`src/ledger_pkg.sv`:
```
package ledger_pkg;

	// ------------------------------
	// ledger records
	// ------------------------------

	typedef struct packed
	{
		logic [7:0] private_key;  // stored and carried, never checked
		logic [7:0] public_key;
		logic [7:0] balance;
	} player_entry;

	typedef struct packed
	{
		player_entry p1;  // upper 24 bits of the word
		player_entry p2;
	} record_fields;

	// host moves whole words, the datapath works on the fields
	typedef union packed
	{
		logic [47:0]  raw;
		record_fields fields;
	} ledger_word;

	// ------------------------------
	// requests and results
	// ------------------------------

	typedef struct packed
	{
		logic [7:0] index;
		logic       payer;  // 0 = p1 pays p2
		logic [7:0] amount;
		logic [7:0] key;
	} transfer_req;

	typedef enum logic [1:0] {st_ok, st_bad_amount, st_bad_key} transfer_status;

	typedef struct packed
	{
		logic       write;
		logic [7:0] index;
		ledger_word data;
	} host_req;

	typedef enum logic [2:0] {proc_idle, proc_amount, proc_key, proc_commit} process_code;

endpackage

```
`src/transfer_controller.sv`:
```
`timescale 1ns/1ps

module transfer_controller (
	input  logic                       clock,
	input  logic                       resetn,
	input  logic                       req_valid,
	output logic                       busy,
	output logic                       done,
	output logic                       eng_valid,
	output logic                       eng_write,
	input  logic                       eng_grant,
	output ledger_pkg::process_code    process,
	output logic                       load_req,
	output logic                       load_record,
	output logic                       key_start,
	output logic                       commit,
	input  logic                       amount_ok,
	input  logic                       key_done,
	input  logic                       key_ok,
	output ledger_pkg::transfer_status status
);

	typedef enum logic [2:0] {
		s_idle, s_read, s_wait_data, s_check_amount, s_hash, s_write, s_report
	} state_t;

	state_t                    state, state_next;
	ledger_pkg::transfer_status status_next;
	logic                      hash_active;

	always_ff @(posedge clock)
	begin
		if (!resetn)
		begin
			state       <= s_idle;
			status      <= ledger_pkg::st_ok;
			hash_active <= 1'b0;
		end
		else
		begin
			state       <= state_next;
			status      <= status_next;
			hash_active <= (state_next == s_hash) & (hash_active | key_start);
		end
	end

	always_comb
	begin
		state_next  = state;
		status_next = status;
		case (state)
			s_idle:         if (req_valid) state_next = s_read;
			s_read:         if (eng_grant) state_next = s_wait_data;
			s_wait_data:    state_next = s_check_amount;
			s_check_amount: state_next = s_hash;
			s_hash:
			begin
				if (!hash_active && !amount_ok)
				begin
					status_next = ledger_pkg::st_bad_amount;  // no hash, no write
					state_next  = s_report;
				end
				else if (key_done)
				begin
					status_next = key_ok ? ledger_pkg::st_ok : ledger_pkg::st_bad_key;
					state_next  = key_ok ? s_write : s_report;
				end
			end
			s_write:        if (eng_grant) state_next = s_report;
			default:        state_next = s_idle;
		endcase
	end

	always_comb
	begin
		case (state)
			s_check_amount: process = ledger_pkg::proc_amount;
			s_hash:         process = ledger_pkg::proc_key;
			s_write:        process = ledger_pkg::proc_commit;
			default:        process = ledger_pkg::proc_idle;
		endcase
	end

	assign busy        = (state != s_idle);
	assign done        = (state == s_report);
	assign eng_valid   = (state == s_read) || (state == s_write);
	assign eng_write   = (state == s_write);
	assign load_req    = (state == s_idle) && req_valid;  // strobes while busy fall here
	assign load_record = (state == s_wait_data);
	assign key_start   = (state == s_hash) && amount_ok && !hash_active;
	assign commit      = (state == s_write) && eng_grant;

endmodule

```
`config.mk`:
```
export PLATFORM = sky130hd
export DESIGN_NAME = transfer_controller
export DESIGN_NICKNAME = d
export VERILOG_FILES = /design/src/ledger_pkg.sv /design/src/transfer_controller.sv
export SDC_FILE = /design/constraint.sdc
export NUM_CORES = 1
export LEC_CHECK = 0
export ABC_AREA = 1
export BUFFER_PORTS_ARGS = -buffer_cell sky130_fd_sc_hd__clkbuf_2
export CAP_MARGIN = 20
export CORE_AREA = 3 3 40 42
export DETAILED_ROUTE_END_ITERATION = 8
export DIE_AREA = 0 0 43 45
export GPL_TIMING_DRIVEN = 0
export SETUP_SLACK_MARGIN = 0.05
export SLEW_MARGIN = 25
export SYNTH_ARGS = -nofsm -noshare
export SYNTH_HDL_FRONTEND = slang
export SYNTH_SLANG_ARGS = --single-unit
```
`constraint.sdc`:
```
create_clock -name clock -period 1.5 [get_ports clock]
set_input_delay 0.375 -clock clock [delete_from_list [all_inputs] [get_ports clock]]
set_output_delay 0.375 -clock clock [all_outputs]
set_load 0.02 [all_outputs]
```
### Word level (Yosys, flattened, before mapping)

Index checks and enable logic that the tools add are counted.

| word-level totals | value |
|---|---|
| register bits after elaboration | 6 |
| input bits | 7 |
| logic and storage cells | 35 |

| operators by class | value |
|---|---|
| eq/ne operators | 7 |
| multiplexer cells | 11 |
| bitwise gates (word level) | 2 |
| reduce and logical (&&, ||, !) cells | 12 |

Operators with widths:

| operator | number |
|---|---|
| $pmux W3 S6 | 1 |
| $mux W3 | 5 |
| $eq A3 B3 Y1 const B | 4 |
| $mux W2 | 4 |
| $eq A3 B2 Y1 const B | 2 |
| $pmux W2 S3 | 1 |
| $logic_and A1 B1 Y1 | 5 |
| $eq A3 B1 Y1 const B | 1 |
| $logic_not A3 Y1 | 1 |
| $reduce_bool A3 Y1 | 1 |
| $logic_not A1 Y1 | 2 |
| $reduce_and A2 Y1 | 1 |
| $reduce_bool A2 Y1 | 1 |
| $and A1 B1 Y1 | 1 |
| $logic_or A1 B1 Y1 | 1 |
| $or A1 B1 Y1 | 1 |

### Depth between registers and ports, before layout

| logic depth | value |
|---|---|
| depth after elaboration | 6 |
| mapped depth | 7 |
| mapped depth without buffers | 7 |

### Worst setup path before layout

OpenSTA, ideal clock, no wires.

| path | value |
|---|---|
| path kind | flip-flop to output port |
| start point | register state[0] |
| end point | output port commit |
| data arrival time | 1,205 ps |
| required time | 1,125 ps |
| setup slack | -80 ps |
| cell stages (with the launch flop) | 5 |
| path through | dfxtp_1 -> nand2_1 -> nor2_1 -> inv_1 -> nor2_1 |

| on the way | value |
|---|---|
| cells in the longest elaborated chain, start to end | 2 |

Ends and longest elaborated chain:

| element | line | RTL |
|---|---|---|
| start, declared | transfer_controller.sv:27 | `state_t state, state_next;` |
| start signal, assigned | transfer_controller.sv:35 | `state <= s_idle;` |
| start signal, assigned | transfer_controller.sv:41 | `state <= state_next;` |
| $eq A3 B3 Y1 | - |  |
| named net eng_write | transfer_controller.sv:10 | `output logic eng_write,` |
| $logic_and A1 B1 Y1 | transfer_controller.sv:91 | `assign commit = (state == s_write) && eng_grant;` |
| end, declared | transfer_controller.sv:16 | `output logic commit,` |

The timed path passes the listed nets, and every way through them passes these cells.

### Worst setup path in the final report

| path | value |
|---|---|
| start point | register state[1] |
| end point | output port commit |

| on the way | value |
|---|---|
| cells in the longest elaborated chain, start to end | 2 |

Ends and longest elaborated chain:

| element | line |
|---|---|
| $eq A3 B3 Y1 | transfer_controller.sv:91 |
| $logic_and A1 B1 Y1 | transfer_controller.sv:91 |

Every way passes these cells.

==> impl_results.md <==
- Min Tclk post-route: 1.51 ns
- Final setup fails: 1
- Synth Register Bits: 6
- CTS Buf Count: 3
- Die Y: 45 um
- Ports: 20
- Type of destination of the critical path: output port
- Synth area leaders: dfxtp_1, nand2_1, inv_1
- Pwr/cell area: 785 nW/um2
- Top-count cell post-synth: nand2_1
- Routed vias/inst: 4.37
- Failing checks: setup timing
- Complex-gate fraction of the synthesized area: 0.0466
- Final period utilization: 1.00
- Critical path class: reg2out
- Final count of pins violating max slew: 0
- # diodes: 0
- Largest family of logic cells by synthesized area: simple AND/OR/NAND/NOR gates
- Seq pwr share: 0.345
- Setup ws final: -0.00668 ns
- Share of layout cells above drive strength 1: 0.563
- Mapped Cells: 69
- Distinct cell type count after synthesis: 15
- GR Overflow Total: 0
- Dominant cell type by area after synthesis: dfxtp_1
- Placed Area: 517 um2
- DRT iter0 DRCs: 2
- Global-route wire length before repair: 1660 um
- Post-synthesis mux area share: 0
- Seq/Total Area, Yosys: 0.298
- Die ar.: 1940 um2
- Storage cell area: 131 um2
- Area Overhead vs Synth: 73.3%
- TNS Setup: -0.00668 ns
- EDFF count, synth: 0
- Max cap viols: 0
- Initial Util: 0.314
- Mean Syn Cell Area: 5.84 um2
- Largest net degree at the start of global routing: 7
- Core area: 1280 um2
- Synth Flop Type: dfxtp_1
- Slowest cell on crit path: dfxtp_4
- Share of flip-flops with an asynchronous set or reset: 0
- Status: finished with violations
- FP Rows: 13
- FILL cells: 147
- Gr usage total: 0.120
- Clock Skews: 0.00584 ns
- CTS max path bufs: 2
- Logic pwr share: 0.389
- Adder-cell share of the synthesized area: 0
- Synth top area share: 0.298
- Max Clk Rate: 0.664 GHz
- LEAKAGE: 0.000380 uW
- Hold slack: 0.359 ns
- Post-synth top cells: nand2_1, inv_1, nor2_1, dfxtp_1, nand3_1
- Hpwl dp: 750 um
- Worst Path Arrival: 1.13 ns
- TritonCTS clock tree: done
- Die width: 43 um
- Sink Count: 6
- VDD IR max: 504 uV
- Port Buf Inserts: 18
- Post-Syn Nets: 76
- Post-route cell area: 698 um2
- Crit path largest cell delay: 0.37 ns
- Inst Count DP: 102
- Post-Synth XOR/XNOR Area: 0
- Crit-path cells: inv_4 > nand2_4 > nor2_4 > inv_2 > nor2_2 > clkbuf_8
- Wire per inst: 9.29 um
- Pint: 357 uW
- Synth Area in Simple Gates: 0.478
- Crit Path Max Fanout: 4
- Via Count: 485
- Root Buffer Master: clkbuf_4
- Synth warn: 0
- Worst-path clk slew: 0.04 ns
- Worst EP required: 1.12 ns
- Multi-input combinational cell area: 273 um2
- Clock Power Share: 0.267
- Non-Filler Instances: 111
- Drt drc: 0
- GPL Wtd Cong: 0.678
- Fin nets: 105
- Sw Ratio: 0.349
- Cell Area, Synth: 403 um2
- Total power: 548 uW
- Vias in the first global route: 414
- RSZ-0062 raised after global routing: yes
- Initial antenna violation count: 0
- Hold Vio Cnt, Final: 0
- Routed Antenna Nets: 0
- Hold Path Class: in2reg
- Drt pass-1 iters: 4
- CP Launch Type: flop
- Clk_lat worst skew: 0.24 ns
- Psw: 191 uW
- Post-Route WL: 1030 um
- H-tree depth: 1
==> cell type report <==
cell class                      count  area share
Buffer                              1      0.0108
Timing Repair Buffer               24       0.258
Tap cell                           15      0.0269
Sequential cell                     6       0.188
Multi-Input combinational cell     46       0.391
Inverter                           16      0.0932
Clock buffer                        3      0.0323
==> critical path: cells and delay by family, from the launching register on <==
family,cells,cell delay [ns]
flip-flops,1,0.37
buffers and inverters,3,0.27
AND/OR/NAND/NOR,3,0.26
==> power by group through the flow <==
stage                     Combinational (uW)  Clock (uW)  Sequential, uW
after floorplan                         97.5           0             184
after global placement                   137           0             186
after detailed placement                 138           0             186
after CTS                                170         158             185
after global routing                     233         165             191
final                                    213         146             189
==> cell usage in the layout (no fill, tap or decap), types with 3 or more instances in the layout <==
| cell type | count |
|---|---|
| inv_1 | 9 |
| clkbuf_4 | 3 |
| nor2_2 | 5 |
| nand2_1 | 14 |
| dfxtp_4 | 3 |
| nand3_2 | 3 |
| clkbuf_2 | 11 |
| inv_2 | 5 |
| nor2_4 | 3 |
| dfxtp_1 | 3 |
| nor2_1 | 8 |
| nand3_1 | 3 |
| buf_4 | 9 |
==> what timing repair did <==
action                     in CTS  in global routing
pin swaps                       1                  4
setup endpoints to repair       8                  7
hold buffers                    0                  0
setup buffers                   3                  3
gates cloned                    0                  0
resized for setup              18                 22
==> stage by stage <==
| stage | setup WS (ns) | utilization |
|---|---|---|
| 5_1_grt | -0.0634 | 0.543 |
| 4_1_cts | 0.00514 | 0.484 |
| 6_report | -0.00668 | 0.543 |
| 2_1_floorplan | 0.100 | - |
| 3_3_place_gp | 0.192 | 0.402 |
| 3_5_place_dp | 0.197 | 0.402 |
==> cell families after synthesis <==
group	Yosys count
simple gates	42
flops	6
compound gates	3
other cells	1
buf+inv	17
==> state kept, by name, summed over array words and instances (netlist names) <==
signal,flops
state,3
status,2
hash_active,1
==> routing by layer <==
layer / vias up / routed length, um / track usage
li1: 260 / - / -
met5: - / 0 / 0
met1: 211 / 418 / 0.143
met3: 2 / 78 / 0.0359
met4: 0 / 9 / 0.108
met2: 12 / 525 / 0.174
==> final timing paths <==
check	start	cells past startpoint	slack [ns]	end
setup / recovery	state[1]	6	-0.007	commit
setup reg to reg	state[1]	8	0.34	hash_active
hold / removal	resetn	3	0.36	state[1]
hold reg to reg	status[0]	2	0.46	status[0]
Power figures use the tool's default switching activity.
