[src/ledger_pkg.sv]
package ledger_pkg;

	// ------------------------------
	// ledger records
	// ------------------------------

	typedef struct packed
	{
		logic [7:0] private_key;  // stored and carried, never checked
		logic [7:0] public_key;
		logic [7:0] balance;
	} player_entry;

	typedef struct packed
	{
		player_entry p1;  // upper 24 bits of the word
		player_entry p2;
	} record_fields;

	// host moves whole words, the datapath works on the fields
	typedef union packed
	{
		logic [47:0]  raw;
		record_fields fields;
	} ledger_word;

	// ------------------------------
	// requests and results
	// ------------------------------

	typedef struct packed
	{
		logic [7:0] index;
		logic       payer;  // 0 = p1 pays p2
		logic [7:0] amount;
		logic [7:0] key;
	} transfer_req;

	typedef enum logic [1:0] {st_ok, st_bad_amount, st_bad_key} transfer_status;

	typedef struct packed
	{
		logic       write;
		logic [7:0] index;
		ledger_word data;
	} host_req;

	typedef enum logic [2:0] {proc_idle, proc_amount, proc_key, proc_commit} process_code;

endpackage

[src/ledger_arbiter.sv]
`timescale 1ns/1ps

module ledger_arbiter #(
	parameter int LEDGER_DEPTH = 256
) (
	input  logic                            clock,
	input  logic                            resetn,
	input  logic                            eng_valid,
	input  logic                            eng_write,
	input  logic [7:0]                      eng_index,
	input  ledger_pkg::ledger_word          eng_wdata,
	output logic                            eng_grant,
	input  logic                            host_valid,
	input  ledger_pkg::host_req             host,
	output logic                            host_ack,
	output ledger_pkg::ledger_word          host_rdata,
	output logic                            mem_we,
	output logic [$clog2(LEDGER_DEPTH)-1:0] mem_index,
	output ledger_pkg::ledger_word          mem_wdata,
	input  ledger_pkg::ledger_word          mem_rdata
);

	localparam int IW = $clog2(LEDGER_DEPTH);

	ledger_pkg::host_req pend;
	logic                pend_valid;
	logic                host_grant;

	assign eng_grant  = eng_valid;  // engine never waits
	assign host_grant = pend_valid & ~eng_valid;

	// ------------------------------
	// pending host slot
	// ------------------------------

	always_ff @(posedge clock)
	begin
		if (host_valid)
			pend <= host;
	end

	always_ff @(posedge clock)
	begin
		if (!resetn)
		begin
			pend_valid <= 1'b0;
			host_ack   <= 1'b0;
		end
		else
		begin
			if (host_valid)
				pend_valid <= 1'b1;
			else if (host_grant)
				pend_valid <= 1'b0;
			host_ack <= host_grant;  // read data lands with the ack
		end
	end

	always_comb
	begin
		if (eng_valid)
		begin
			mem_we    = eng_write;
			mem_index = eng_index[IW-1:0];
			mem_wdata = eng_wdata;
		end
		else
		begin
			mem_we    = host_grant & pend.write;
			mem_index = pend.index[IW-1:0];
			mem_wdata = pend.data;
		end
	end

	assign host_rdata = mem_rdata;

endmodule

[config.mk]
export PLATFORM = sky130hd
export DESIGN_NAME = ledger_arbiter
export DESIGN_NICKNAME = d
export VERILOG_FILES = /design/src/ledger_pkg.sv /design/src/ledger_arbiter.sv
export SDC_FILE = /design/constraint.sdc
export NUM_CORES = 1
export LEC_CHECK = 0
export ABC_AREA = 1
export BUFFER_PORTS_ARGS = -buffer_cell sky130_fd_sc_hd__buf_2
export CORE_AREA = 2 2 106 108
export CTS_CLUSTER_SIZE = 8
export DETAILED_ROUTE_END_ITERATION = 8
export DIE_AREA = 0 0 108 110
export PLACE_DENSITY_LB_ADDON = 0.25
export SETUP_SLACK_MARGIN = 0.2
export SYNTH_ARGS = -nofsm -noshare
export SYNTH_HDL_FRONTEND = slang
export SYNTH_SLANG_ARGS = --single-unit
[constraint.sdc]
create_clock -name clock -period 0.8 [get_ports clock]
set_input_delay 0.04 -clock clock [delete_from_list [all_inputs] [get_ports clock]]
set_output_delay 0.04 -clock clock [all_outputs]
set_load 0.01 [all_outputs]
# [Word-level counts from Yosys, hierarchy flattened]
# Cells that the tools add are included.
[word_totals] input_bits=166 out_inout_bits=107 elab_cells=14 reg_bits=59
[classes] reduce_logical=1 mux=5 bitwise_logic=3
[op_table] cell="48-bit two-way mux" n=1
[op_table] cell="8-bit two-way mux" n=1
[op_table] cell="1-bit two-way mux" n=3
[op_table] cell="1-bit bitwise AND" n=2
[op_table] cell="2-bit nonzero test" n=1
[op_table] cell="1-bit NOT" n=1

# [Longest topological paths before layout]
[logic_depth] word_depth=4 depth_mapped=6 depth_no_buf=3

# [Worst setup path after synthesis]
# OpenSTA, ideal clock, no wires.
[synth_path] path_type="in2out" from="in eng_valid" to="out mem_index[0]" t_arrival_ns=0.605 n_path_buf=3 t_required_ns=0.760 slack_ns=0.155 stages=6 cell_sequence="buf_4 > inv_2 > buf_6 > buf_6 > nand2_1 > nand2_1"
[synth_between] elab_chain_cells=1
[synth_lines] item="from (decl)" line="ledger_arbiter.sv:8" rtl="input logic eng_valid,"
[synth_lines] item="8-bit two-way mux" line="ledger_arbiter.sv:61" rtl="if (eng_valid)"
[synth_lines] item="to (decl)" line="ledger_arbiter.sv:18" rtl="output logic [$clog2(LEDGER_DEPTH)-1:0] mem_index,"
# Every way passes these cells.

==> impl.org <==
** Power and ir drop
- Pwr per Cell Area :: 1720 mW/mm^2
- Summing internal, switching and leakage power gives 0.00794 W.
- The analysis attributes to cell leakage a power of 2.25 nW.
- Of the total power, combinational logic draws 0.198.
- Summed over all nets, the switching power comes to 0.00200 W.
- Switching fraction of total power :: 0.252
- Clock power frac :: 0.332
- Across the VDD grid, the largest voltage drop is 1.31 mV.
- Internal power contribution :: 0.00594 W
- Portion of total power attributed to sequential cells :: 0.470

** Route
- For this block, the routed nets add up to 9590 um of wire.
- After detailed routing, the number of remaining DRC violations is 0.
- Wire per inst :: 15.1 um
- The count of nets left with antenna violations once routing finished came out at 0.
- After detailed routing, the met3 layer carries 1160 um of wire.
- Routed via count divided by cell count :: 4.18
- Wire length on met1 :: 3190 um
- Routed signal wires occupy layers up through met4.
- Total via count after detailed routing :: 2643
- The first routing iteration left 75 violations.
- The routed design uses 4940 um of met2 wire.
- Detailed-router iteration count before antenna repair :: 4

** CTS
- CTS max path bufs :: 2
- Clock tree synthesis found a total of 59 sinks.
- Clock transition at the registers of the reported paths :: 0.07 ns
- Setup fix buffers added after clock tree synthesis :: 0
- Clock tree from TritonCTS :: built
- Insertion delay to the later sink of the worst-skew pair :: 0.34 ns
- The cell sitting at the root of the clock tree is a sky130_fd_sc_hd__clkbuf_8.
- Count of H-tree levels built during CTS :: 3
- Number of CTS-inserted buffers :: 9

** Synthesis
- Total of warnings raised by yosys :: 0
- Most area-hungry cell type in the Yosys netlist :: sky130_fd_sc_hd__edfxtp_1
- The netlist uses 11 different library cells.
- Number of enable flip-flop cells after synthesis :: 57
- Top_reg_cell synth :: sky130_fd_sc_hd__edfxtp_1
- Dominant cell by count in the synthesized netlist :: sky130_fd_sc_hd__nand2_1
- Counting flops with an async set or reset pin after synthesis yields a share of 0.
- Post-Syn Area per Cell :: 9.65 sq um
- The cell count after synthesis came out at 299.
- Summing every instance area after synthesis gives 0.00289 sq mm.
- Top cells by area, synth :: sky130_fd_sc_hd__edfxtp_1, sky130_fd_sc_hd__nand2_1, sky130_fd_sc_hd__buf_4, sky130_fd_sc_hd__buf_6, sky130_fd_sc_hd__dfxtp_1
- Post-synth net total :: 465
- The share of synthesized area in the top cell type comes to 0.593.
- For this run, the register share of the synthesized area comes to 0.607.
- Post-synth top cells :: sky130_fd_sc_hd__nand2_1, sky130_fd_sc_hd__edfxtp_1, sky130_fd_sc_hd__buf_4
- The synthesized design contains 59 register bits.

** Setup path
- Sort of element at the start of the critical path :: flop
- Slowest cell on the critical path :: sky130_fd_sc_hd__edfxtp_1
- Most Frequent Cell on Critical Path :: sky130_fd_sc_hd__nand2_1
- Kind of critical path :: reg -> out
- For this run, the slowest stage of the critical path takes 0.41 ns.
- Reg2reg path depth :: 2
- Along the worst path, the maximum fanout reaches 1.
- Worst reg2reg setup slack :: 0.21 ns
- Data on the critical path is required at its endpoint by 0.76 ns.
- Endpoint of the most critical register-to-register path :: pend_valid
- Worst R2R Start :: pend_valid
- The worst setup path is captured at an output pin.
- Cell-by-cell listing of the critical path :: nand2_1 -> nand2_1 -> buf_2
- STA puts the critical path data arrival time at 1.00 ns.

** STA
- Unrepaired setup endpoints after global routing :: true
- Setup violations remaining at the end of the flow were counted as 57.
- Worst slew slack as a fraction of its limit :: 0.870
- Setup slack on the critical path of the routed design comes to -0.237 ns.
- For this run, the top clock speed supported by timing is 965 MHz.
- The smallest clock period supported by the final layout is computed as 1.04 ns.
- Number of endpoints with negative hold slack in the final report :: 0
- Setup total negative slack on the finished layout was measured at -10.93 ns.
- Post-route clock skew :: 0.00600 ns
- Measured slew at the worst slew-check pin :: 0.196 ns
- The max-slew violation count was 0.
- Of the available clock period, the critical path in the final layout requires 1.30.

** Placement
- Port-buffer cells :: 176
- Count of placed standard cells including taps :: 559
- The placed instances occupy a cell area of 0.00368 sq mm.
- Routability congestion estimate :: 0.760
- Detailed placement ended at an HPWL of 7110 um.

** Run status
- Run status :: complete, but fails checks
- Failing checks :: setup timing

** Min path
- The worst hold path terminates at host_rdata[11].
- Origin of the worst min-delay path :: mem_rdata[11]
- Along the worst hold path, the cell count comes to 0.
- Type of the tightest min-delay check :: in -> out

** GRT
- Entering global routing, the biggest net connects 35 pins.
- For this run, the total global-route usage over all layers was measured as 0.152.
- The initial antenna violation count was 0.
- Wire length of the first global-routing pass :: 13200 um
- GRT Residual Overflow :: 0
- The number of global-route vias before repair was 2566.

** Layout
- Relative to the synthesized area, the layout overhead comes to 60.1%.
- Layout Cells excl Fill :: 633
- Total inserted antenna cells :: 0
- Final std cell area, no fill :: 0.00462 sq mm
- Core utilization of the finished layout :: 0.432
- In the final layout, the share of cells above drive strength 1 is 0.473.
- Post-layout net count :: 655

** Floorplanning
- Effective utilization at floorplan :: 0.270
- Number of placed I/O pins :: 273
- Die Span X :: 108 um
- Die footprint :: 0.0119 sq mm
- In this run the core area contains 38 standard-cell rows.
- The core region is 0.0107 sq mm.
- In this run the vertical extent of the chip is 110 um.

** Run
- Max-cap violations :: 0
sequential cells by signal (all words and copies together) (netlist names):
register / flops
pend_valid: 1
host_ack: 1
pend: 57
repair_timing:
| action | CTS | global route |
|---|---|---|
| resized for setup | 26 | 3 |
| cloned | 1 | 0 |
| pin swaps | 50 | 11 |
| endpoints found under the hold margin | 59 | 0 |
| hold buffers | 58 | 0 |
| setup endpoints to repair | 61 | 61 |
per-stage QoR:
stage	hold slack, ns	worst slack, ns
after floorplan	0.139	0.178
after global placement	0.0801	0.00697
after detailed placement	0.0801	0.00887
after CTS	0.0801	-0.275
after global routing	0.0800	-0.300
final	0.0800	-0.237
routing by layer:
| layer | up-vias | track usage |
|---|---|---|
| li1 | 1279 | - |
| met1 | 1175 | 0.152 |
| met2 | 165 | 0.270 |
| met3 | 24 | 0.0700 |
| met4 | 0 | 0.0742 |
| met5 | - | 0 |
worst max-delay path by stage:
stage / startpoint / to / slack (ns) / depth (start not counted)
6_report: pend[16] / mem_wdata[16] / -0.24 / 3
5_1_grt: pend[16] / mem_wdata[16] / -0.30 / 3
4_1_cts: pend[16] / mem_wdata[16] / -0.28 / 3
3_5_place_dp: eng_valid / mem_wdata[38] / 0.009 / 6
3_3_place_gp: eng_valid / mem_we / 0.007 / 6
2_1_floorplan: eng_valid / mem_index[0] / 0.18 / 6
placed cells by master, fill, tap and decap left out:
cell	instances
sky130_fd_sc_hd__a21oi_2	1
sky130_fd_sc_hd__buf_12	6
sky130_fd_sc_hd__buf_16	1
sky130_fd_sc_hd__buf_2	154
sky130_fd_sc_hd__buf_4	1
sky130_fd_sc_hd__buf_6	21
sky130_fd_sc_hd__bufinv_16	1
sky130_fd_sc_hd__clkbuf_8	9
sky130_fd_sc_hd__clkinv_2	1
sky130_fd_sc_hd__clkinvlp_4	3
sky130_fd_sc_hd__dfxtp_2	2
sky130_fd_sc_hd__dlygate4sd3_1	57
sky130_fd_sc_hd__dlymetal6s4s_1	1
sky130_fd_sc_hd__edfxtp_1	57
sky130_fd_sc_hd__inv_1	2
sky130_fd_sc_hd__inv_4	1
sky130_fd_sc_hd__inv_6	1
sky130_fd_sc_hd__nand2_1	141
sky130_fd_sc_hd__nand2_2	31
sky130_fd_sc_hd__nand3_1	1
sky130_fd_sc_hd__nor2_1	1
cell families after synthesis:
logic type / synth area share
buf+inv: 0.164
flops: 0.607
compound gates: 0.00173
simple gates: 0.227
final cells by class:
type	instances	area [sq um]
clock buffers	9	124
clock inverters	6	66.3
fillers	1051	6080
inverters	3	13.8
multi-input cells	175	741
flip-flops and latches	59	1750
well taps	140	175
repair buffers	241	1750
power by group through the flow:
stage               logic (W)  clock network (W)  registers (W)
detailed placement    0.00122                  0        0.00380
global route          0.00173            0.00290        0.00375
CTS                   0.00159            0.00276        0.00373
finish                0.00158            0.00263        0.00373
global placement      0.00121                  0        0.00379
floorplan            0.000790                  0        0.00377
critical path: cells and delay by family, from the launching register on:
family                 cells  cell delay [ns]
AND/OR/NAND/NOR            2             0.13
buffers and inverters      1             0.13
flip-flops                 1             0.41
No activity file was read; power rests on OpenSTA's default activity.
