==> config.mk <==
export PLATFORM = sky130hd
export DESIGN_NAME = transfer_datapath
export DESIGN_NICKNAME = d
export VERILOG_FILES = /design/src/ledger_pkg.sv /design/src/key_hasher.sv /design/src/transfer_datapath.sv
export SDC_FILE = /design/constraint.sdc
export NUM_CORES = 1
export LEC_CHECK = 0
export BUFFER_PORTS_ARGS = -buffer_cell sky130_fd_sc_hd__buf_4
export CORE_AREA = 2 2 154 156
export CTS_CLUSTER_DIAMETER = 150
export DETAILED_ROUTE_END_ITERATION = 8
export DIE_AREA = 0 0 156 158
export GPL_TIMING_DRIVEN = 0
export MAX_ROUTING_LAYER = met4
export PLACE_DENSITY = 0.73
export SLEW_MARGIN = 20
export SYNTH_ARGS = -nofsm -noshare
export SYNTH_HDL_FRONTEND = slang
export SYNTH_HIERARCHICAL = 1
export SYNTH_SLANG_ARGS = --single-unit
==> constraint.sdc <==
create_clock -name clock -period 8.2 [get_ports clock]
set_input_delay 0.82 -clock clock [delete_from_list [all_inputs] [get_ports clock]]
set_output_delay 0.82 -clock clock [all_outputs]
set_load 0.02 [all_outputs]
==> src/ledger_pkg.sv <==
package ledger_pkg;

	// ------------------------------
	// ledger records
	// ------------------------------

	typedef struct packed
	{
		logic [7:0] private_key;  // stored and carried, never checked
		logic [7:0] public_key;
		logic [7:0] balance;
	} player_entry;

	typedef struct packed
	{
		player_entry p1;  // upper 24 bits of the word
		player_entry p2;
	} record_fields;

	// host moves whole words, the datapath works on the fields
	typedef union packed
	{
		logic [47:0]  raw;
		record_fields fields;
	} ledger_word;

	// ------------------------------
	// requests and results
	// ------------------------------

	typedef struct packed
	{
		logic [7:0] index;
		logic       payer;  // 0 = p1 pays p2
		logic [7:0] amount;
		logic [7:0] key;
	} transfer_req;

	typedef enum logic [1:0] {st_ok, st_bad_amount, st_bad_key} transfer_status;

	typedef struct packed
	{
		logic       write;
		logic [7:0] index;
		ledger_word data;
	} host_req;

	typedef enum logic [2:0] {proc_idle, proc_amount, proc_key, proc_commit} process_code;

endpackage

==> src/key_hasher.sv <==
`timescale 1ns/1ps

module key_hasher #(
	parameter int HASH_ROUNDS = 4
) (
	input  logic             clock,
	input  logic             resetn,
	input  logic             start,
	input  logic [7:0]       key,
	input  logic [7:0]       public_key,
	input  logic [31:0][7:0] sbox_table,
	output logic             done,
	output logic             match
);

	localparam int CW = $clog2(HASH_ROUNDS + 1);

	logic [7:0]    value, cur, nxt;
	logic [CW-1:0] remaining;
	logic          running, step, last;

	// first round is taken straight from the claimed key
	assign cur  = start ? key : value;
	assign nxt  = sbox_table[cur[4:0]] ^ {cur[6:0], cur[7]};
	assign step = start | running;
	assign last = start ? (HASH_ROUNDS == 1) : (remaining == CW'(1));

	always_ff @(posedge clock)
	begin
		if (step)
			value <= nxt;
	end

	always_ff @(posedge clock)
	begin
		if (!resetn)
		begin
			running   <= 1'b0;
			remaining <= '0;
			done      <= 1'b0;
			match     <= 1'b0;
		end
		else
		begin
			done <= step & last;
			if (step)
			begin
				running   <= ~last;
				remaining <= start ? CW'(HASH_ROUNDS - 1) : remaining - 1'b1;
				if (last)
					match <= (nxt == public_key);  // held until the next hash ends
			end
		end
	end

endmodule

==> src/transfer_datapath.sv <==
`timescale 1ns/1ps

module transfer_datapath #(
	parameter int HASH_ROUNDS = 4
) (
	input  logic                    clock,
	input  logic                    resetn,
	input  ledger_pkg::transfer_req req,
	input  logic                    load_req,
	input  ledger_pkg::ledger_word  mem_rdata,
	input  logic                    load_record,
	input  ledger_pkg::process_code process,
	input  logic                    commit,
	input  logic [31:0][7:0]        sbox_table,
	output logic                    amount_ok,
	input  logic                    key_start,
	output logic                    key_done,
	output logic                    key_ok,
	output logic [7:0]              eng_index,
	output ledger_pkg::ledger_word  eng_wdata
);

	ledger_pkg::transfer_req req_q;
	ledger_pkg::ledger_word  record_q;
	ledger_pkg::player_entry payer, payee;
	logic [8:0]              payee_sum;
	logic                    amount_check;

	always_ff @(posedge clock)
	begin
		if (load_req)
			req_q <= req;
	end

	always_ff @(posedge clock)
	begin
		if (load_record)
			record_q <= mem_rdata;
		else if (commit)
			record_q <= eng_wdata;  // keep the local copy in step with memory
	end

	// ------------------------------
	// amount check
	// ------------------------------

	assign payer     = req_q.payer ? record_q.fields.p2 : record_q.fields.p1;
	assign payee     = req_q.payer ? record_q.fields.p1 : record_q.fields.p2;
	assign payee_sum = {1'b0, payee.balance} + {1'b0, req_q.amount};

	assign amount_check = (req_q.amount != 8'd0) && (req_q.amount <= payer.balance)
		&& !payee_sum[8];

	always_ff @(posedge clock)
	begin
		if (!resetn)
			amount_ok <= 1'b0;
		else if (process == ledger_pkg::proc_amount)
			amount_ok <= amount_check;
	end

	// updated record, keys pass through untouched
	always_comb
	begin
		eng_wdata = record_q;
		if (req_q.payer)
		begin
			eng_wdata.fields.p2.balance = payer.balance - req_q.amount;
			eng_wdata.fields.p1.balance = payee_sum[7:0];
		end
		else
		begin
			eng_wdata.fields.p1.balance = payer.balance - req_q.amount;
			eng_wdata.fields.p2.balance = payee_sum[7:0];
		end
	end

	assign eng_index = req_q.index;

	key_hasher #(
		.HASH_ROUNDS(HASH_ROUNDS)
	) key_hasher_inst (
		.clock     (clock),
		.resetn    (resetn),
		.start     (key_start),
		.key       (req_q.key),
		.public_key(payer.public_key),
		.sbox_table(sbox_table),
		.done      (key_done),
		.match     (key_ok)
	);

endmodule
After elaboration in Yosys (flattened, before gate mapping). Cells that the tools add are included. Widths: inputs -> output; s select.

Bits in registers: 88. Input bits: 338. Output and inout port bits: 59. Word-level logic and storage cells: 41.

Add/sub/neg operators: 3. $lt $le $gt $ge: 2. Equality and inequality tests: 3. Muxes and demuxes: 11. Bitwise operators: 4. Reduce and logical (&&, ||, !) cells: 6.

Operator list (number): $mux 48 (1); $bmux 8 s5 (1); $mux 8 (5); $mux 32 (1); $mux 16 (1); $add 8x8->9 (1); $eq 8x8->1 (1); $le 8x8->1 (1); $reduce_bool 8->1 (1); $sub 8x8->8 (1); $xor 8x8->8 (1); $eq 3x1->1 const B (2); $lt 5x6->1 const B (1); $mux 3 (1); $sub 3x1->3 const B (1); $logic_and 1x1->1 (2); $reduce_and 2->1 (1); $reduce_bool 2->1 (1); $and 1x1->1 (1); $logic_not 1->1 (1); $mux 1 (1); $not 1->1 (1); $or 1x1->1 (1).

Logic depth before layout (Yosys ltp). Gate-level depths: netlist of run 1.

Depth after elaboration: 5. Mapped depth: 13. Mapped depth without buffers: 9.

By module. Netlist of run 1, hierarchy kept.

Modules (own cells, without submodules): transfer_datapath (times used 1, cells an instance 342, area each 4214.0 µm², sequential area each 2212.1 µm²); key_hasher (times used 1, cells an instance 431, area each 3224.3 µm², sequential area each 360.3 µm²).

Worst setup path after synthesis of run 1. Ideal clock, no wire load.

Path type: reg-to-output. Start: reg req_q[16] in the netlist's numbering. End: out eng_wdata[30] in the netlist's numbering. Arrival time: 2823 ps. Required time: 7380 ps. Slack: 4557 ps. Stages on the path, launching flop included: 13. Buffers on the path: 3. Path through: edfxtp_1 > clkbuf_1 > buf_2 > buf_2 > mux2_2 > ha_1 > inv_1 > fa_1 > and2b_1 > o31ai_1 > a21oi_1 > xnor2_1 > mux2i_1.

RTL lines: start, declared (line transfer_datapath.sv:23) `ledger_pkg::transfer_req req_q;`; start signal, assigned (line transfer_datapath.sv:32) `req_q <= req;`; end, declared (line transfer_datapath.sv:20) `output ledger_pkg::ledger_word eng_wdata`.

==> results of run 1 <==
==> cell type report <==
type                            count  area [um2]
Fill cell                        2237       12000
Multi-Input combinational cell    575        4210
Timing Repair Buffer              396        2970
Sequential cell                    88        2570
Buffer                             87         573
Tap cell                          290         363
Clock buffer                       13         250
Inverter                           23        86.3
Clock inverter                      3        67.6
Antenna cell                        4        10.0
==> through the flow <==
stage          setup WS [ns]  utilization  instance area [um2]  hold WS (ns)  std cells
3_5_place_dp            3.77        0.467                10800         0.462       1459
6_report                3.41        0.482                11100         0.470       1479
3_3_place_gp            3.79        0.467                10800         0.461       1459
2_1_floorplan           4.56            -                 7440         0.483        773
5_1_grt                 3.16        0.481                11100         0.492       1478
4_1_cts                 3.37        0.481                11100         0.471       1475
==> power breakdown <==
part / total, W / internal, W / switching, W / leakage (nW)
registers: 0.000628 / 0.000584 / 0.0000448 / 0.854
clock network: 0.000450 / 0.000276 / 0.000174 / 0.150
logic: 0.00157 / 0.000693 / 0.000874 / 4.04
==> state kept, by name (all words and copies together), names as in the netlist <==
signal	cells
record_q	48
req_q	17
eng_index	8
key_hasher_inst/value	8
key_hasher_inst/remaining	3
amount_ok	1
key_hasher_inst/done	1
key_hasher_inst/match	1
key_hasher_inst/running	1
==> synthesized netlist by cell type, drive strengths merged, types with 4 or more instances <==
cell type    n
a31oi        6
o22ai        6
a21oi       21
mux2        41
xor2         9
o2111ai      9
nand2      144
and2        36
nand3       63
mux4        16
inv         23
nand2b       7
edfxtp      81
o211ai       4
a32oi        9
a211oi       4
a2111oi      4
dfxtp        7
ha          19
nand4       16
nor2        21
clkbuf      16
o21a         5
nor2b        6
mux2i       56
xnor2       13
o21ai        9
buf         71
==> per-layer routing <==
layer | up-vias | track usage | part of all wire
met5 | - | - | 0
met1 | 3754 | 0.304 | 0.38
met2 | 400 | 0.468 | 0.49
li1 | 3630 | - | -
met4 | 0 | 0.147 | 0.050
met3 | 95 | 0.0589 | 0.076
==> cell families (layout without fill, tap and decap cells) <==
kind of cell	count (synthesis)	after routing	synth area share
muxes	113	113	0.190
AOI/OAI and AO/OA	107	107	0.109
xor gates and xnor gates	23	23	0.0310
other	0	4	0
adders and majority gates	21	21	0.0373
DFF	88	88	0.346
and+or+nand+nor	311	311	0.199
buffers and inverters	110	522	0.0886
==> final timing paths <==
path | from | to | slack (ns) | depth (start not counted)
worst max-delay path | req_q[16]$_DFFE_PP_ | eng_wdata[30] | 3.41 | 13
worst min-delay path | amount_ok$_SDFFE_PN0N_ | amount_ok$_SDFFE_PN0N_ | 0.47 | 2
worst max register to register | req_q[16]$_DFFE_PP_ | record_q[6]$_DFFE_PP_ | 4.58 | 12
worst min register to register | amount_ok$_SDFFE_PN0N_ | amount_ok$_SDFFE_PN0N_ | 0.47 | 2
==> critical path: stages, from the launching register on <==
cell      delay [ns]
edfxtp_1        0.32
clkbuf_1        0.32
buf_2           0.30
buf_2           0.33
mux2_2          0.37
ha_1            0.21
inv_1           0.08
fa_1            0.22
and2b_1         0.21
o31ai_1         0.26
a21oi_1         0.16
xnor2_1         0.43
mux2i_1         0.20
buf_4           0.20
==> flow_summary.ini, run 1 <==
[outcome]
status = complete, no violations

[synthesis]
netlist.top_cell.by_area = edfxtp_1
syn-cell-area_um2 = 7440
synthFlopType = edfxtp_1
synth_cells = 773
synth-edff-count = 81
synth_top_area_frac = 0.327
synth-async-reset-ratio = 0
synth_warnings = 6
syn_area_per_cell_um2 = 9.62
syn-num-nets = 1132
ys_ff_latch = 88
ys_seq_area_frac = 0.346
ys_top_cells_by_area = edfxtp_1 (33%), mux2i_1 (7.4%), nand2_1 (7.3%)
ys_types = 73

[clocking]
holdBufCountCts = 0
clock_sinks = 88
clockBufferDepth = 2
cts_htree_levels = 3
cts_buffers = 9
cts_root_buffer = clkbuf_16
clk_pin_slew_worst_paths_ns = 0.06
clk_latency_ns = 0.35
cts_tree = done
cts.repair.resized = 0
cts_setup_buffers = 0

[sta]
setup_violations = 0
fin_crit_sh = 0.584
drv_slew = 0
rsz0062_at_grt = false
finalHoldViolCount = 0
worstMarginPinSlew_ns = 1.04
fmax_mhz = 209
min_period_ns = 4.79
setup_tns_ns = 0
skew_ns = 0.0108
max-slew-margin-rel = 0.288

[place]
gp_congestion = 0.955
numPortBuffers = 396
post-dp-hpwl_mm = 28.1

[grt]
grt_start_max_net_pins = 40
gr-total-overflow = 0
grt_pass1_wl_mm = 48.2
grt_pass1_vias = 7899
grt_util_all_layers = 0.275
antenna_found_initial = 3

[worst_setup_path]
start_kind = flip-flop
critical_path_class = reg -> out
critPathArrivalTime_ns = 3.97
worst-path-max-fanout = 10
worstPathRequired_ns = 7.38
end_kind = primary output

[final_layout]
area_growth_pct = 49.3
final_nets = 1539
final_cell_mix = buf_4 (447), nand2_1 (144), edfxtp_1 (81)
layout_commonest_cell = buf_4
drive_gt1_frac = 0.463

[floorplan]
die-area_um2 = 24600
io_pins = 397
fp.dieH_um = 158
core_um2 = 23100
num_rows = 56
die_w_um = 156
start_util = 0.323

[detailed_routing]
vias_per_cell = 5.33
wl_mm = 34.1
routedWlPerCell_um = 23.1
first_iter_violations = 509
first_pass_iters = 7
drc_errors = 0
drt.antenna.violating_nets = 0
num_vias = 7879

[pwr]
p_leak_nw = 5.05
power_density_nw_per_um2 = 238
ir_drop_v = 0.000191
finalPower_w = 0.00265

[hold_path]
hold_path_class = reg -> reg

[flow_run]
max-cap-violations = 0
(Power assumes the default switching activity.)
==> run 2: changes to the inputs <==
--- a/config.mk
+++ b/config.mk
@@ -5,14 +5,15 @@
 export SDC_FILE = /design/constraint.sdc
 export NUM_CORES = 1
 export LEC_CHECK = 0
+export ABC_AREA = 1
 export BUFFER_PORTS_ARGS = -buffer_cell sky130_fd_sc_hd__buf_4
-export CORE_AREA = 2 2 154 156
+export CORE_AREA = 2 2 155 157
 export CTS_CLUSTER_DIAMETER = 150
 export DETAILED_ROUTE_END_ITERATION = 8
-export DIE_AREA = 0 0 156 158
+export DIE_AREA = 0 0 157 159
 export GPL_TIMING_DRIVEN = 0
 export MAX_ROUTING_LAYER = met4
-export PLACE_DENSITY = 0.73
+export PLACE_DENSITY = 0.78
 export SLEW_MARGIN = 20
 export SYNTH_ARGS = -nofsm -noshare
 export SYNTH_HDL_FRONTEND = slang
==> constraint.sdc (replaced) <==
create_clock -name clock -period 4.1 [get_ports clock]
set_input_delay 0.41 -clock clock [delete_from_list [all_inputs] [get_ports clock]]
set_output_delay 0.41 -clock clock [all_outputs]
set_load 0.02 [all_outputs]
==> flow_summary.ini, run 2 <==
[synthesis]
ys_ff_latch = 88
synth_top_area_frac = 0.295
netlist.top_cell.by_area = edfxtp_1
ys_top_cells_by_area = edfxtp_1 (30%), nand3_1 (21%), nand2_1 (20%)
syn-cell-area_um2 = 8230
synth_cells = 1292
syn_area_per_cell_um2 = 6.37
synth_xor_area_frac = 0.00425
synth-async-reset-ratio = 0
synth_top_family_by_area = simple AND/OR/NAND/NOR gates
synth_compound_area_frac = 0.0321
synth_warnings = 6
netlist_top_cells_count = nand2_1 (434), nand3_1 (344), inv_1 (185)
synth.most_common_cell = nand2_1
ys_types = 33
synthFlopType = edfxtp_1
synthMuxAreaShare = 0
synth-edff-count = 81
synthSimpleGateAreaFrac = 0.445
syn-num-nets = 1651
ys_seq_area_frac = 0.312
synth_fa_ha_area_frac = 0.0337

[floorplan]
fp.dieH_um = 159
start_util = 0.355
core_um2 = 23200
num_rows = 56
die_w_um = 157
io_pins = 397
die-area_um2 = 25000

[pwr]
p_int_w = 0.00253
p_leak_nw = 6.52
power_density_nw_per_um2 = 371
ir_drop_v = 0.000223
pwr-share-comb = 0.552
clockPowerShare = 0.186
switching_power_w = 0.00190
swShare = 0.429
finalPower_w = 0.00442
sequentialPowerShare = 0.262

[worst_setup_path]
cp_slowest_cell = fa_1
start_kind = flip-flop
cp_slowest_stage_delay_ns = 0.42
crit_top_cell = nand2_1
cp_cell_sequence = buf_2 > clkbuf_1 > nand2_1 > o21ai_0 > ha_1 > inv_1 > fa_1 > inv_1 > nand2_1 > nand2_1 > nand3_1 > nand2_1 > nand2_1 > nand3_1 > and2_1 > buf_4
crit_buf_inv = 5
worstPathRequired_ns = 3.69
worst-path-max-fanout = 10
critical_path_class = reg -> out
path_delay_family = buffers and inverters
end_kind = primary output
critPathArrivalTime_ns = 3.10

[sta]
finalHoldViolCount = 0
skew_ns = 0.00929
worstMarginPinSlew_ns = 0.696
setup_tns_ns = 0
drv_slew = 0
fmax_mhz = 285
setup_violations = 0
fin_crit_sh = 0.856
min_period_ns = 3.51
rsz0062_at_grt = false
max-slew-margin-rel = 0.536

[grt]
grt_start_max_net_pins = 34
grt_pass1_wl_mm = 52.7
grt_pass1_vias = 9884
grt_util_all_layers = 0.285
gr-total-overflow = 0
antenna_found_initial = 6

[clocking]
cts_setup_buffers = 0
cts_buffers = 9
cts.repair.resized = 0
clockBufferDepth = 2
cts_htree_levels = 3
cts_root_buffer = clkbuf_16
cts_tree = done
clock_sinks = 88
holdBufCountCts = 0
clk_pin_slew_worst_paths_ns = 0.07
clk_latency_ns = 0.34

[final_layout]
fin_cells = 2028
drive_gt1_frac = 0.309
fin_util = 0.514
largest_reg_flops = 48
area_growth_pct = 44.6
layout_commonest_cell = buf_4
final_cell_mix = buf_4 (439), nand2_1 (434), nand3_1 (344)
top_regs = record_q x48, req_q x17
final_nets = 2057
regMostFlops = record_q

[place]
dp_cells = 2006
post-dp-hpwl_mm = 29.1
numPortBuffers = 395
gp_congestion = 0.958

[detailed_routing]
routedWlPerCell_um = 17.7
num_vias = 9949
vias_per_cell = 4.91
drc_errors = 0
first_pass_iters = 6
drt.antenna.violating_nets = 0
first_iter_violations = 805
wl_mm = 35.8

[hold_path]
hold_path_class = in -> reg

[flow_run]
max-cap-violations = 0

[outcome]
status = complete, no violations
run 2: changes by cell type after synthesis, sizes merged, moves of 16 or more:
cell / change
mux4: -16
and2: -27
inv: +167
buf: +25
mux2: -41
mux2i: -56
nand2: +297
o21ai: +24
nand3: +281
run 2: cell type report:
cell class                 instances  area, um2
fill                            2397      11300
multi-input combinational        904       4240
timing repair buffer             395       2970
sequential                        88       2570
inverter                         190        716
buffer                           110        704
tap                              319        399
clock buffer                      10        250
clock inverter                     6       46.3
antenna                            6       15.0
run 2: metal layers:
layer,track usage,vias to the layer above,part of all wire
met4,0.141,0,0.051
met5,-,-,0
met2,0.500,483,0.50
li1,-,4928,-
met1,0.302,4439,0.37
met3,0.0593,99,0.086
run 2: through the flow:
| step | setup WS [ns] | instance area, um2 | hold slack (ns) |
|---|---|---|---|
| 2_1_floorplan | 1.47 | 8230 | 0.442 |
| 3_3_place_gp | 1.02 | 11600 | 0.453 |
| 3_5_place_dp | 0.994 | 11600 | 0.458 |
| 4_1_cts | 0.617 | 11900 | 0.226 |
| 5_1_grt | 0.359 | 11900 | 0.226 |
| 6_report | 0.590 | 11900 | 0.239 |
run 2: power by group through the flow:
stage | sequential (W) | combinational, W | clock [W]
floorplan | 0.00117 | 0.00150 | 0
global placement | 0.00118 | 0.00239 | 0
detailed placement | 0.00118 | 0.00241 | 0
CTS | 0.00116 | 0.00242 | 0.000845
global route | 0.00117 | 0.00268 | 0.000875
finish | 0.00116 | 0.00244 | 0.000822
run 2: cell families (layout without fill, tap and decap cells):
family                     Yosys count  in the layout
and+or+nand+nor                    832            832
AOI/OAI and AO/OA                   47             47
xor gates and xnor gates             4              4
buffers and inverters              300            711
DFF                                 88             88
adders and majority gates           21             21
other                                0              6
run 2: final timing paths:
| check | from | endpoint | slack [ns] | cells past startpoint |
|---|---|---|---|---|
| hold reg to reg | key_hasher_inst/remaining[1]$_SDFFE_PN0N_ | key_hasher_inst/remaining[1]$_SDFFE_PN0N_ | 0.47 | 2 |
| setup / recovery | req_q[16]$_DFFE_PP_ | eng_wdata[6] | 0.59 | 16 |
| setup reg to reg | req_q[16]$_DFFE_PP_ | record_q[6]$_DFFE_PP_ | 1.32 | 15 |
| hold / removal | req[8] | req_q[8]$_DFFE_PP_ | 0.24 | 1 |
